[config.mk]
export PLATFORM = sky130hd
export DESIGN_NAME = uart_rx
export DESIGN_NICKNAME = d
export VERILOG_FILES = /design/src/rtl/rv_pkg.sv /design/src/rtl/uart_rx.sv
export SDC_FILE = /design/constraint.sdc
export NUM_CORES = 1
export LEC_CHECK = 0
export ABC_AREA = 1
export ABC_CLOCK_PERIOD_IN_PS = 3990
export BUFFER_PORTS_ARGS = -buffer_cell sky130_fd_sc_hd__buf_2
export CORE_MARGIN = 2
export CORE_UTILIZATION = 57
export DETAILED_ROUTE_END_ITERATION = 10
export PLACE_DENSITY = 0.84
export SLEW_MARGIN = 20
export SYNTH_ARGS = -nofsm -noshare
export SYNTH_HDL_FRONTEND = slang
export SYNTH_SLANG_ARGS = --single-unit
[constraint.sdc]
create_clock -name clk -period 3.99 [get_ports clk]
set_input_delay 0.1995 -clock clk [delete_from_list [all_inputs] [get_ports clk]]
set_output_delay 0.1995 -clock clk [all_outputs]
set_load 0.05 [all_outputs]
[src/rtl/rv_pkg.sv]
package rv_pkg;

    ////////////////////////////////////////
    // widths and sizes
    ////////////////////////////////////////

    // data path width
    localparam int XLEN = 32;

    // instruction memory, word addressed
    localparam int IMEM_AW    = 6;
    localparam int IMEM_DEPTH = 2 ** IMEM_AW;

    // uart timing, short bit for simulation
    localparam int CLKS_PER_BIT = 16;
    localparam int BAUD_CNT_W   = $clog2(CLKS_PER_BIT);

    typedef logic [XLEN-1:0]       xlen_t;
    typedef logic [31:0]           instr_t;
    typedef logic [4:0]            reg_addr_t;
    typedef logic [IMEM_AW-1:0]    imem_addr_t;
    typedef logic [7:0]            byte_t;
    typedef logic [BAUD_CNT_W-1:0] baud_cnt_t;

    ////////////////////////////////////////
    // encodings
    ////////////////////////////////////////

    // major opcodes of the supported subset
    typedef enum logic [6:0] {
        OP_IMM = 7'b0010011,
        OP     = 7'b0110011,
        LUI    = 7'b0110111,
        BRANCH = 7'b1100011,
        JAL    = 7'b1101111
    } opcode_e;

    // alu operations, add first so a cleared field means add
    typedef enum logic [3:0] {
        ALU_ADD,
        ALU_SUB,
        ALU_AND,
        ALU_OR,
        ALU_XOR,
        ALU_SLT,
        ALU_SLL,
        ALU_SRL,
        ALU_PASS_B
    } alu_op_e;

    // decoder output for the execute stage
    typedef struct packed {
        reg_addr_t rd;
        reg_addr_t rs1;
        reg_addr_t rs2;
        xlen_t     imm;
        alu_op_e   alu_op;
        logic      use_imm;
        logic      reg_write;
        logic      is_branch;
        logic      branch_ne;
        logic      is_jal;
    } decoded_t;

endpackage

[src/rtl/uart_rx.sv]
module uart_rx (
    input  logic          clk,
    input  logic          arst_n,
    input  logic          rx,
    output rv_pkg::byte_t data,
    output logic          byte_valid
);

    typedef enum logic [1:0] {
        S_IDLE,
        S_START,
        S_DATA,
        S_STOP
    } state_e;

    state_e            state;
    logic [1:0]        rx_sync;
    logic              rx_s;
    rv_pkg::baud_cnt_t cnt;
    logic [2:0]        bit_idx;
    rv_pkg::byte_t     shreg;
    logic              bit_end;
    logic              half_end;

    assign rx_s     = rx_sync[1];
    assign bit_end  = cnt == rv_pkg::baud_cnt_t'(rv_pkg::CLKS_PER_BIT - 1);
    assign half_end = cnt == rv_pkg::baud_cnt_t'(rv_pkg::CLKS_PER_BIT / 2 - 1);
    assign data     = shreg;

    // two flop sync, line idles high
    always_ff @(posedge clk or negedge arst_n) begin
        if (!arst_n) begin
            rx_sync <= 2'b11;
        end else begin
            rx_sync <= {rx_sync[0], rx};
        end
    end

    ////////////////////////////////////////
    // receive fsm
    ////////////////////////////////////////
    always_ff @(posedge clk or negedge arst_n) begin
        if (!arst_n) begin
            state      <= S_IDLE;
            cnt        <= '0;
            bit_idx    <= '0;
            byte_valid <= 1'b0;
        end else begin
            byte_valid <= 1'b0;
            case (state)
                S_IDLE: begin
                    cnt     <= '0;
                    bit_idx <= '0;
                    // falling edge starts a frame
                    if (!rx_s) begin
                        state <= S_START;
                    end
                end
                S_START: begin
                    if (half_end) begin
                        cnt <= '0;
                        // glitch, back to idle
                        state <= rx_s ? S_IDLE : S_DATA;
                    end else begin
                        cnt <= cnt + 1'b1;
                    end
                end
                S_DATA: begin
                    if (bit_end) begin
                        cnt     <= '0;
                        bit_idx <= bit_idx + 1'b1;
                        if (bit_idx == 3'd7) begin
                            state <= S_STOP;
                        end
                    end else begin
                        cnt <= cnt + 1'b1;
                    end
                end
                S_STOP: begin
                    if (bit_end) begin
                        // framing error drops the byte
                        byte_valid <= rx_s;
                        state      <= S_IDLE;
                    end else begin
                        cnt <= cnt + 1'b1;
                    end
                end
                default: state <= S_IDLE;
            endcase
        end
    end

    // lsb first, sampled mid bit
    always_ff @(posedge clk) begin
        if (state == S_DATA && bit_end) begin
            shreg <= {rx_s, shreg[7:1]};
        end
    end

endmodule

; Yosys cells after proc, flatten, opt, wreduce, memory -nomap -nowiden
; Index checks and enable logic that the tools add are counted.
[classes]
n_addsub = 2
n_eq_ne = 12
muxes = 15
reduce_logical = 5
[ops]
columns = cell, n
row1 = $pmux 4 s4, 1
row2 = $mux 2, 6
row3 = $mux 4, 3
row4 = $ne 2x2->1 const B, 6
row5 = $pmux 2 s4, 1
row6 = $pmux 3 s2, 1
row7 = $reduce_and 5->1, 1
row8 = $add 4x1->4 const B, 1
row9 = $eq 2x2->1 const B, 2
row10 = $eq 4x3->1 const B, 1
row11 = $eq 4x4->1 const B, 1
row12 = $add 3x1->3 const B, 1
row13 = $eq 3x3->1 const B, 1
row14 = $mux 3, 1
row15 = $eq 2x1->1 const B, 1
row16 = $logic_not 2->1, 1
row17 = $mux 1, 2
row18 = $reduce_and 2->1, 1
row19 = $reduce_bool 2->1, 1
row20 = $logic_and 1x1->1, 1
[word_totals]
reg_bits = 20
input_bits = 3
out_inout_bits = 9
elab_cells = 40

; Depth between registers and ports, before layout
[logic_depth]
depth_word = 4
mapped_depth = 8
mapped_depth_nobuf = 8

; Least setup slack after synthesis
; OpenSTA, ideal clock, no wires.
[synth_path]
path_type = register to register
startpoint = reg cnt[0]
endpoint = reg shreg[0], in the netlist data[0] (enable)
setup_ns = 0.310
t_arrival_ns = 0.956
required_time_ns = 3.680
setup_slack_ns = 2.725
stages_incl_launch_ff = 6
n_path_buf = 0
period_less_slack_ns = 1.265
cell_sequence = dfrtp_1 > ha_1 > nand3_2 > inv_1 > nand2_1 > inv_2
[synth_via]
elab_chain_len = 2
[synth_rtl]
columns = element, line
row1 = from (decl), uart_rx.sv:19  ; rv_pkg::baud_cnt_t cnt;
row2 = from (signal assigned), uart_rx.sv:65  ; cnt <= cnt + 1'b1;
row3 = from (signal assigned), uart_rx.sv:76  ; cnt <= cnt + 1'b1;
row4 = from (signal assigned), uart_rx.sv:85  ; cnt <= cnt + 1'b1;
row5 = $eq 4x4->1, uart_rx.sv:26  ; assign bit_end = cnt == rv_pkg::baud_cnt_t'(rv_pkg::CLKS_PER_BIT - 1);
row6 = $logic_and 1x1->1, uart_rx.sv:95  ; if (state == S_DATA && bit_end) begin
row7 = to (signal assigned), uart_rx.sv:96  ; shreg <= {rx_s, shreg[7:1]};
row8 = to (decl), uart_rx.sv:21  ; rv_pkg::byte_t shreg;
; No other way between the ends.
; A chain may end at the register's enable or synchronous reset.

; Worst setup path in the final report
[layout_path]
startpoint = reg cnt[1]
endpoint = reg shreg[0], in the netlist data[0] (enable)
; The elaborated chain is that of the path after synthesis.

==> out/metrics.cfg <==
[status]
outcome=finished, final reports clean

[clocking]
cts.clk_slew.worst_paths_ns=0.10
postCtsSetupBuffers=0
cts_made_buffers=3
worstSkewPairLatency_ns=0.29
h-tree-depth=1
tritoncts=built
root_buffer=clkbuf_4
clk_path_buf_depth=2
cts_sinks=20

[logic_synthesis]
syn_area_per_cell_sq_um=10.56
ys_ff_latch=20
yosysUniqueCellTypes=16
ys_seq_area_share_pct=65.96
synth_area_sq_um=823.3
synth_nets=84
synth_warnings=0
synthCells=78

[pwr]
peakVddDrop_uv=358.5
power_mw=0.4829
leakagePower_nw=0.4771
power.density_mw_per_mm2=511.9

[die]
die_h_um=42.01
die-area_sq_mm=0.001764
start_util_pct=62.49
row_count=13
die_w_um=42.01
coreArea_sq_mm=0.001318
io_pins=12

[placed_design]
port_buffers=11
dp_hpwl_um=1093
post-place-ws_ns=2.585
gp_congestion=0.8592

[worst_setup_path]
path_cells=ha_1, nand3_2, inv_1, nand2_1, inv_2
timing.rr.end=data[0]
worst_ep_arrival_time_ns=1.41
max_stage_delay_ns=0.40
r2r-start=cnt[1]
critPathLaunchType=flop
crit_slowest_cell=dfrtp_1
required_ns=3.99
crit_path_end_kind=flop
path_max_fanout=10
rrSetupSlack_ns=2.58
r2r_cells=5
crit_type=reg2reg

[drt]
drtIter0Drc=12
vias=570
avgViaCountPerCell=5.182
wirelength_um=1408
routedWlPerCell_um=12.80
remaining_drc_errors=0
dr.pass1.iters=4
drtAntennaViolNets=0

[hold_path]
hold_path_class=in2async

[sta]
hold_slack_ns=0.2889
skew_ns=0.004947
setup_viol=0
worst_slew_pin_slew_ns=0.2945
finalWorstSetupSlack_ns=2.576
maxSlewHeadroom_pct=80.37
clock.fmax_mhz=707.4
final-hold-violation-count=0
rsz0062_at_grt=false
setup_tns_ns=0
timing.final.crit_share_pct=35.43
report.final.slew_viol_count=0
period_needed_ns=1.414

[grt]
overflow=0
grt_pass1_wl_um=2290
antenna_found_initial=0
grtUsageTotal_pct=17.96
grt_max_degree=13
grt_pass1_vias=519

[layout]
drive_gt1_share_pct=23.16
area_delta_synth_final_pct=14.59
final_nets=102
antenna_cells=0

[job]
cap_violations=0

-- worst max-delay path, delay by kind of cell (launching register included) --
| family | cells | cell delay [ns] |
|---|---|---|
| and+or+nand+nor | 2 | 0.20 |
| DFF | 1 | 0.40 |
| adders and majority gates | 1 | 0.25 |
| buffers and inverters | 2 | 0.27 |
-- registers in the layout, indices dropped and copies added (netlist names), named ones only --
name and flops:
cnt 4, rx_sync 2, state 1, byte_valid 1, data 8, bit_idx 3
-- area by class of cell --
type	instances	area [sq um]
clock buffer	4	26.28
timing repair buffer	13	75.07
inverter	12	45.04
fill	101	374.1
tap	15	18.77
multi-input combinational	46	235.2
sequential	20	543.0
-- cells in the mapped netlist (all sizes together) --
master | instances | share of area (%)
a21oi | 1 | 0.61
dfrtp | 10 | 30
dfstp | 2 | 6.4
edfxtp | 8 | 29
ha | 3 | 4.6
inv | 12 | 5.5
nand2 | 22 | 10
nand3 | 5 | 4.3
nand4 | 2 | 1.5
nor2 | 5 | 2.6
o21ai | 7 | 4.3
o22ai | 1 | 0.76
-- how the worst max path moves through the flow --
stage,start,to,slack (ns),cells after the start
global route,cnt[1],data[1],2.43,5
CTS,cnt[1],data[0],2.58,5
global placement,cnt[0],data[3],2.67,5
floorplan,cnt[0],data[0],2.72,5
finish,cnt[1],data[0],2.58,5
detailed placement,cnt[1],data[0],2.58,5
-- timing repair --
action / 4_1_cts / 5_1_grt
setup endpoints to repair: 0 / 0
gates resized for setup: 0 / 0
hold buffers: 2 / 0
hold endpoints to repair: 11 / 0
-- cell usage in the layout, fill, tap and decap left out, types with 3 or more instances in the layout --
cell      instances
o21ai_1           3
nor2_1            4
o21ai_0           4
clkbuf_4          3
nand2_1          22
inv_2             3
dfrtp_1          10
edfxtp_1          8
ha_1              3
inv_1             9
buf_2            11
nand3_1           3
-- cells by family after synthesis --
group           count (synthesis)  share of synthesized area, %
compound gates                  9                         5.623
fa+ha+maj                       3                         4.560
buf+inv                        12                         5.471
flops                          20                         65.96
simple gates                   34                         18.39
-- per-stage QoR --
step                instances  instance area, sq um  util (%)
finish                    110                 943.4     71.60
floorplan                  78                 823.3         -
detailed placement        104                 897.1     68.09
CTS                       110                 943.4     71.60
global placement          104                 897.1     68.09
global route              110                 943.4     71.60
-- layer usage --
metal | vias up | part of all wire [%] | track usage (%) | wire, um
met2 | 20 | 46 | 25.94 | 647
met5 | - | 0 | 0 | 0
met3 | 6 | 4.5 | 5.603 | 64
met4 | 0 | 3.7 | 10.32 | 52
met1 | 255 | 46 | 23.91 | 643
li1 | 289 | - | - | -
-- report_power, final --
group	switching (mW)	total (mW)	internal, mW
Combinational	0.0645	0.104	0.0400
Clock	0.0565	0.0954	0.0389
Sequential	0.0426	0.283	0.240
Power figures use the tool's default switching activity.
