--- config.mk ---
export PLATFORM = sky130hd
export DESIGN_NAME = program_memory
export DESIGN_NICKNAME = d
export VERILOG_FILES = /design/src/rtl/rv_pkg.sv /design/src/rtl/program_memory.sv
export SDC_FILE = /design/constraint.sdc
export NUM_CORES = 2
export LEC_CHECK = 0
export BUFFER_PORTS_ARGS = -buffer_cell sky130_fd_sc_hd__buf_2
export CAP_MARGIN = 20
export CORE_UTILIZATION = 55
export DETAILED_ROUTE_END_ITERATION = 6
export GPL_TIMING_DRIVEN = 1
export MAX_ROUTING_LAYER = met4
export PLACE_DENSITY = 0.72
export SLEW_MARGIN = 20
export SYNTH_ARGS = -nofsm -noshare
export SYNTH_HDL_FRONTEND = slang
export SYNTH_SLANG_ARGS = --single-unit
--- constraint.sdc ---
create_clock -name clk -period 6 [get_ports clk]
set_input_delay 1.2 -clock clk [delete_from_list [all_inputs] [get_ports clk]]
set_output_delay 1.2 -clock clk [all_outputs]
set_load 0.1 [all_outputs]
--- src/rtl/rv_pkg.sv ---
package rv_pkg;

    ////////////////////////////////////////
    // widths and sizes
    ////////////////////////////////////////

    // data path width
    localparam int XLEN = 32;

    // instruction memory, word addressed
    localparam int IMEM_AW    = 6;
    localparam int IMEM_DEPTH = 2 ** IMEM_AW;

    // uart timing, short bit for simulation
    localparam int CLKS_PER_BIT = 16;
    localparam int BAUD_CNT_W   = $clog2(CLKS_PER_BIT);

    typedef logic [XLEN-1:0]       xlen_t;
    typedef logic [31:0]           instr_t;
    typedef logic [4:0]            reg_addr_t;
    typedef logic [IMEM_AW-1:0]    imem_addr_t;
    typedef logic [7:0]            byte_t;
    typedef logic [BAUD_CNT_W-1:0] baud_cnt_t;

    ////////////////////////////////////////
    // encodings
    ////////////////////////////////////////

    // major opcodes of the supported subset
    typedef enum logic [6:0] {
        OP_IMM = 7'b0010011,
        OP     = 7'b0110011,
        LUI    = 7'b0110111,
        BRANCH = 7'b1100011,
        JAL    = 7'b1101111
    } opcode_e;

    // alu operations, add first so a cleared field means add
    typedef enum logic [3:0] {
        ALU_ADD,
        ALU_SUB,
        ALU_AND,
        ALU_OR,
        ALU_XOR,
        ALU_SLT,
        ALU_SLL,
        ALU_SRL,
        ALU_PASS_B
    } alu_op_e;

    // decoder output for the execute stage
    typedef struct packed {
        reg_addr_t rd;
        reg_addr_t rs1;
        reg_addr_t rs2;
        xlen_t     imm;
        alu_op_e   alu_op;
        logic      use_imm;
        logic      reg_write;
        logic      is_branch;
        logic      branch_ne;
        logic      is_jal;
    } decoded_t;

endpackage

--- src/rtl/program_memory.sv ---
module program_memory (
    input  logic               clk,
    input  logic               arst_n,
    input  logic               prog,
    input  rv_pkg::byte_t      data,
    input  logic               byte_valid,
    input  rv_pkg::imem_addr_t pc,
    output rv_pkg::instr_t     instr
);

    rv_pkg::instr_t                mem [rv_pkg::IMEM_DEPTH];
    logic [rv_pkg::IMEM_DEPTH-1:0] word_vld;
    logic                          prog_q;
    logic                          prog_rise;
    logic [1:0]                    byte_cnt;
    logic [23:0]                   partial;
    rv_pkg::imem_addr_t            waddr;
    logic                          byte_take;
    logic                          wr_en;

    // new load session on prog rising
    assign prog_rise = prog & ~prog_q;
    assign byte_take = prog && !prog_rise && byte_valid;
    // fourth byte completes a word
    assign wr_en     = byte_take && byte_cnt == 2'd3;

    ////////////////////////////////////////
    // load control
    ////////////////////////////////////////
    always_ff @(posedge clk or negedge arst_n) begin
        if (!arst_n) begin
            prog_q   <= 1'b0;
            byte_cnt <= '0;
            waddr    <= '0;
            word_vld <= '0;
        end else begin
            prog_q <= prog;
            if (prog_rise) begin
                byte_cnt <= '0;
                waddr    <= '0;
                // stale words of the last program read as bubbles
                word_vld <= '0;
            end else if (byte_take) begin
                byte_cnt <= byte_cnt + 1'b1;
                if (wr_en) begin
                    waddr           <= waddr + 1'b1;
                    word_vld[waddr] <= 1'b1;
                end
            end
        end
    end

    // little endian packing
    always_ff @(posedge clk) begin
        if (wr_en) begin
            mem[waddr] <= {data, partial};
        end else if (byte_take) begin
            case (byte_cnt)
                2'd0:    partial[7:0]   <= data;
                2'd1:    partial[15:8]  <= data;
                default: partial[23:16] <= data;
            endcase
        end
    end

    // async fetch read, unwritten words give 0
    assign instr = word_vld[pc] ? mem[pc] : '0;

endmodule

## After elaboration in Yosys (flattened, before gate mapping)

Memories as Yosys holds them, arrays and structs flattened.
Cells that the tools add are included.

- Logic and storage cells: 48
- Register bits after elaboration: 97
- Input bits: 18
- Output and inout port bits: 32
- Memories: 1
- Bits in writable memories: 2048

Memories:

| name | words | bits a word | rd ports | clocked after Yosys merged registers in | write ports | RTL line | source |
|---|---|---|---|---|---|---|---|
| mem | 64 | 32 | 1 | 0 | 1 | program_memory.sv:11 | `rv_pkg::instr_t mem [rv_pkg::IMEM_DEPTH];` |

- Add/subtract/negate cells: 2
- Reductions and logical operators: 13
- Eq/ne operators: 2
- $lt $le $gt $ge: 3
- Multiplexer cells: 15
- Bitwise gates (word level): 5

Operators with widths:

| cell | number |
|---|---|
| two-way mux 64 bit | 3 |
| OR 64 bit | 1 |
| two-way mux 32 bit | 1 |
| two-way mux 6 bit | 3 |
| less-than comparator 6 x 7 -> 1 bit (second input constant) | 2 |
| AND reduction 3 bit | 3 |
| adder 6 x 1 -> 6 bit (second input constant) | 1 |
| binary-select mux 1 bit (select 6 bit) | 1 |
| demux 1 bit (select 6 bit) | 1 |
| greater-or-equal comparator 6 x 1 -> 1 bit (second input constant) | 1 |
| logical AND 1 bit | 4 |
| two-way mux 1 bit | 4 |
| two-way mux 2 bit | 2 |
| nonzero test 2 bit | 2 |
| NOT 1 bit | 3 |
| adder 2 x 1 -> 2 bit (second input constant) | 1 |
| equality test 2 x 1 -> 1 bit (second input constant) | 1 |
| equality test 2 bit (second input constant) | 1 |
| zero test 2 bit | 1 |
| AND reduction 2 bit | 1 |
| OR reduction 2 bit | 1 |
| bitwise AND 1 bit | 1 |
| zero test 1 bit | 1 |

## Depth between registers and ports, before layout

- Depth in word-level cells: 9
- Depth in mapped cells: 11
- Depth with buffers taken out: 6

## Worst setup path after synthesis

OpenSTA, ideal clock, no wires.

- Path kind: input to output
- Start: input port pc[1]
- End: output port instr[23]
- Data required time: 4.800 ns
- Cell stages on the path: 9
- Setup slack: -2.299 ns
- Arrival: 7.099 ns
- Path buffers: 4
- Path through: clkbuf_1 buf_4 buf_2 buf_2 mux4_2 mux2i_1 mux2i_1 o22ai_1 a2111oi_0

- Longest elaborated chain between the ends: 3
- Elaborated cells on any way between the ends: 4
- Those cells by class: 3 x mux; 1 x memory

Ends and longest elaborated chain:

| element | RTL line | source |
|---|---|---|
| from (decl) | program_memory.sv:7 | `input rv_pkg::imem_addr_t pc,` |
| binary-select mux 1 bit (select 6 bit) | program_memory.sv:67 | `assign instr = word_vld[pc] ? mem[pc] : '0;` |
| two-way mux 1 bit (not written as such) | program_memory.sv:67 |  |
| two-way mux 32 bit (*) | program_memory.sv:67 |  |
| to (decl) | program_memory.sv:8 | `output rv_pkg::instr_t instr` |

Every way passes the cells marked *; elsewhere a longest branch is shown, timed or not. The select of a mux whose other input is x is not followed.

## Final worst setup path

- Start: input port pc[0]
- End: output port instr[25]

Same word-level chain as after synthesis.

==> metrics.txt <==
Pre-antenna DRT Iters 5; pin count of the biggest net entering global routing 74; Area contributors post-synth edfxtp_1 76%, mux4_2 17%, dfrtp_1 2.2%, mux2i_1 0.79%, a22oi_1 0.55%; clock skew 18.8 ps; Synth Area in XOR/XNOR 0.000427; Syn Area/Cell 23.8 um2; #FFs+latches synth 2145; vias 38800; leakage power between 20 and 30 nW; vias in the first global route 39300; Clock Tree Root clkbuf_16; post-synth top area cell edfxtp_1; Final Setup Violations 0; simple-gate share of the synthesized area 0.0111; Hold Vio Cnt, Final 0; top_reg_cell synth edfxtp_1; die span in y 388 um; Yosys top cell area share 0.758; H-tree depth 4; clk_lat worst skew roughly 830 ps; area grow syn2layout 12.7%; WP data arrival 4500 ps; Final Util 0.626; crit path buf inv count 6; global-route wire length before repair 286000 um; TritonCTS Buffers 201; CTS tree built; post-synthesis mux area share 0.175; Setup crit end kind output port; Syn Inst Count approximately 3400; Ys Warns 0; drt total wl 202000 um; vias per cell 6.67; post-synth cell types between 50 and 60; Net Count, Synth 3469; Hold WC Path Type in2async; Setup CP Type in2out; DR iter-0 viols 4993; number of placement rows 141; Final period util 0.950; Setup TNS 0 ps; Worst path top cell family by delay buffers and inverters; Crit Path Max Fanout 26; fillers 9705; FMAX 0.176 GHz; DP HPWL 111000 um; fin crit period 5700 ps; unrepaired setup endpoints after global routing false; Mapped Area 82000 um2; Global Route Usage Sum 0.281; num ports 50; slowest stage delay, CP 530 ps; DRC 0; share of post-route cells with drive strength above 1 0.313; status finished, final reports clean; Synth Area in Compound Gates 0.0191; sequential share of the synthesized area 0.781; area of the multi-input gates 17400 um2; adder-cell share of the synthesized area 0.000610; CP startpoint kind input pin; largest family of logic cells by synthesized area multiplexers; GR Overflow Total 0; critical path's slowest cell nor4_4; per-cell routed wire length roughly 35 um; hold_buf cts 0; EDFF count, synth a little over 2000; CP Cell Sequence buf_8 -> buf_12 -> buf_12 -> mux4_2 -> a22oi_1 -> a21boi_1 -> nor4_4 -> buf_4 -> a31oi_1 -> buf_4 -> buf_2; Max Buffers Root-to-Sink 3; initial antenna violation count 4; Port Buffers 49; Initial Util 0.555; register area approximately 64000 um2; die width 388 um; Placer Congestion 0.807; die area 151000 um2; post-cts resize count 0; Nets 3737; Max Cap Viol 0; most common cell after layout, fill and taps aside edfxtp_1; most frequent cells in the layout 2072 x edfxtp_1, 605 x mux4_2, 210 x clkbuf_16; number of clock sinks approximately 2100; worst rel slew slack 0.248; Peak supply drop 270 uV; core area 148000 um2; Post-synth ARST share 0.0340; Pwr Density 322 nW/um2; Slew Viols, Final 0; antenna viol nets, final 0; WP data required around 4800 ps; Least-Margin Pin Slew 1130 ps; CTS clock-pin slew for the worst setup and hold paths 70 ps; postcts setup bufs 0
worst register-to-register path, delay by kind of cell, from the launching register on:
family / cells / cell delay [ps]
simple gates: 3 / 2200
buf+inv: 1 / 480
flops: 1 / 440
fa+ha+maj: 1 / 280
power by group:
| part | leakage, nW | internal (W) | total [W] | switching [W] |
|---|---|---|---|---|
| Combinational | 6.49 | 0.000524 | 0.00123 | 0.000708 |
| Clock | 3.09 | 0.00685 | 0.0122 | 0.00539 |
| Sequential | 19.6 | 0.0163 | 0.0163 | 0.00000794 |
| Total | 29.2 | 0.0237 | 0.0298 | 0.00610 |
state kept, by name, summed over array words and instances, names as in the netlist:
signal	cells
word_vld	64
prog_q	1
mem	2048
byte_cnt	2
partial	24
waddr	6
cell usage after synthesis, drive strengths merged (2+ instances only):
library cell     n
a211oi           4
a21boi           2
a21o             6
a21oi           34
a22oi           60
a31oi            7
and2            10
buf            127
clkbuf          57
dfrtp           73
edfxtp        2072
ha               4
inv              7
mux2             4
mux2i           65
mux4           605
nand2           45
nand2b           3
nand3           19
nand3b           2
nand4            4
nor2           101
nor2b            9
nor3             4
nor4             2
o2111ai          2
o21a            58
o21ai            8
o221ai          14
o22ai           17
or2              2
or3              3
xor2             3
path summary, 6_finish.rpt:
path	start	to	slack, ps	cells past startpoint
worst max register to register	byte_cnt[0]	mem[53][29]	2250	5
worst max-delay path	pc[0]	instr[25]	300	11
max in group asynchronous	arst_n	waddr[5]	4850	1
worst min register to register	word_vld[36]	word_vld[36]	490	1
min in group clk	word_vld[36]	word_vld[36]	490	1
worst min-delay path	arst_n	word_vld[12]	490	1
layout make-up:
cell class	count	share of cell area
sequential	2145	0.693
multi-input combinational	1110	0.188
clock buffer	264	0.0593
tap	1930	0.0261
timing repair buffer	249	0.0246
clock inverter	108	0.00859
inverter	8	0.000406
antenna	3	0.0000812
layer usage:
layer / vias to the layer above / wire (um) / GRT usage
met4: 0 / 6930 / 0.100
met3: 379 / 22500 / 0.0777
li1: 15400 / - / -
met5: - / 0 / -
met2: 2320 / 97700 / 0.427
met1: 20700 / 74800 / 0.368
cells by family after synthesis:
logic type,Yosys count
AO/OA/AOI/OAI,222
XOR/XNOR,4
adder cells (fa/ha/maj),4
buffers and inverters,192
flip-flops,2145
multiplexers,674
AND/OR/NAND/NOR,206
metrics by stage:
stage               setup slack (ps)  area, um2  hold WS (ps)  cells  total power [W]
floorplan                        129      82100           459   3447           0.0174
global placement                 372      86100           468   5437           0.0178
detailed placement               365      86100           474   5438           0.0179
CTS                              339      92400           488   5810           0.0299
global route                     239      92500           494   5815           0.0305
finish                           302      92500           488   5817           0.0298
(Power assumes the default switching activity.)
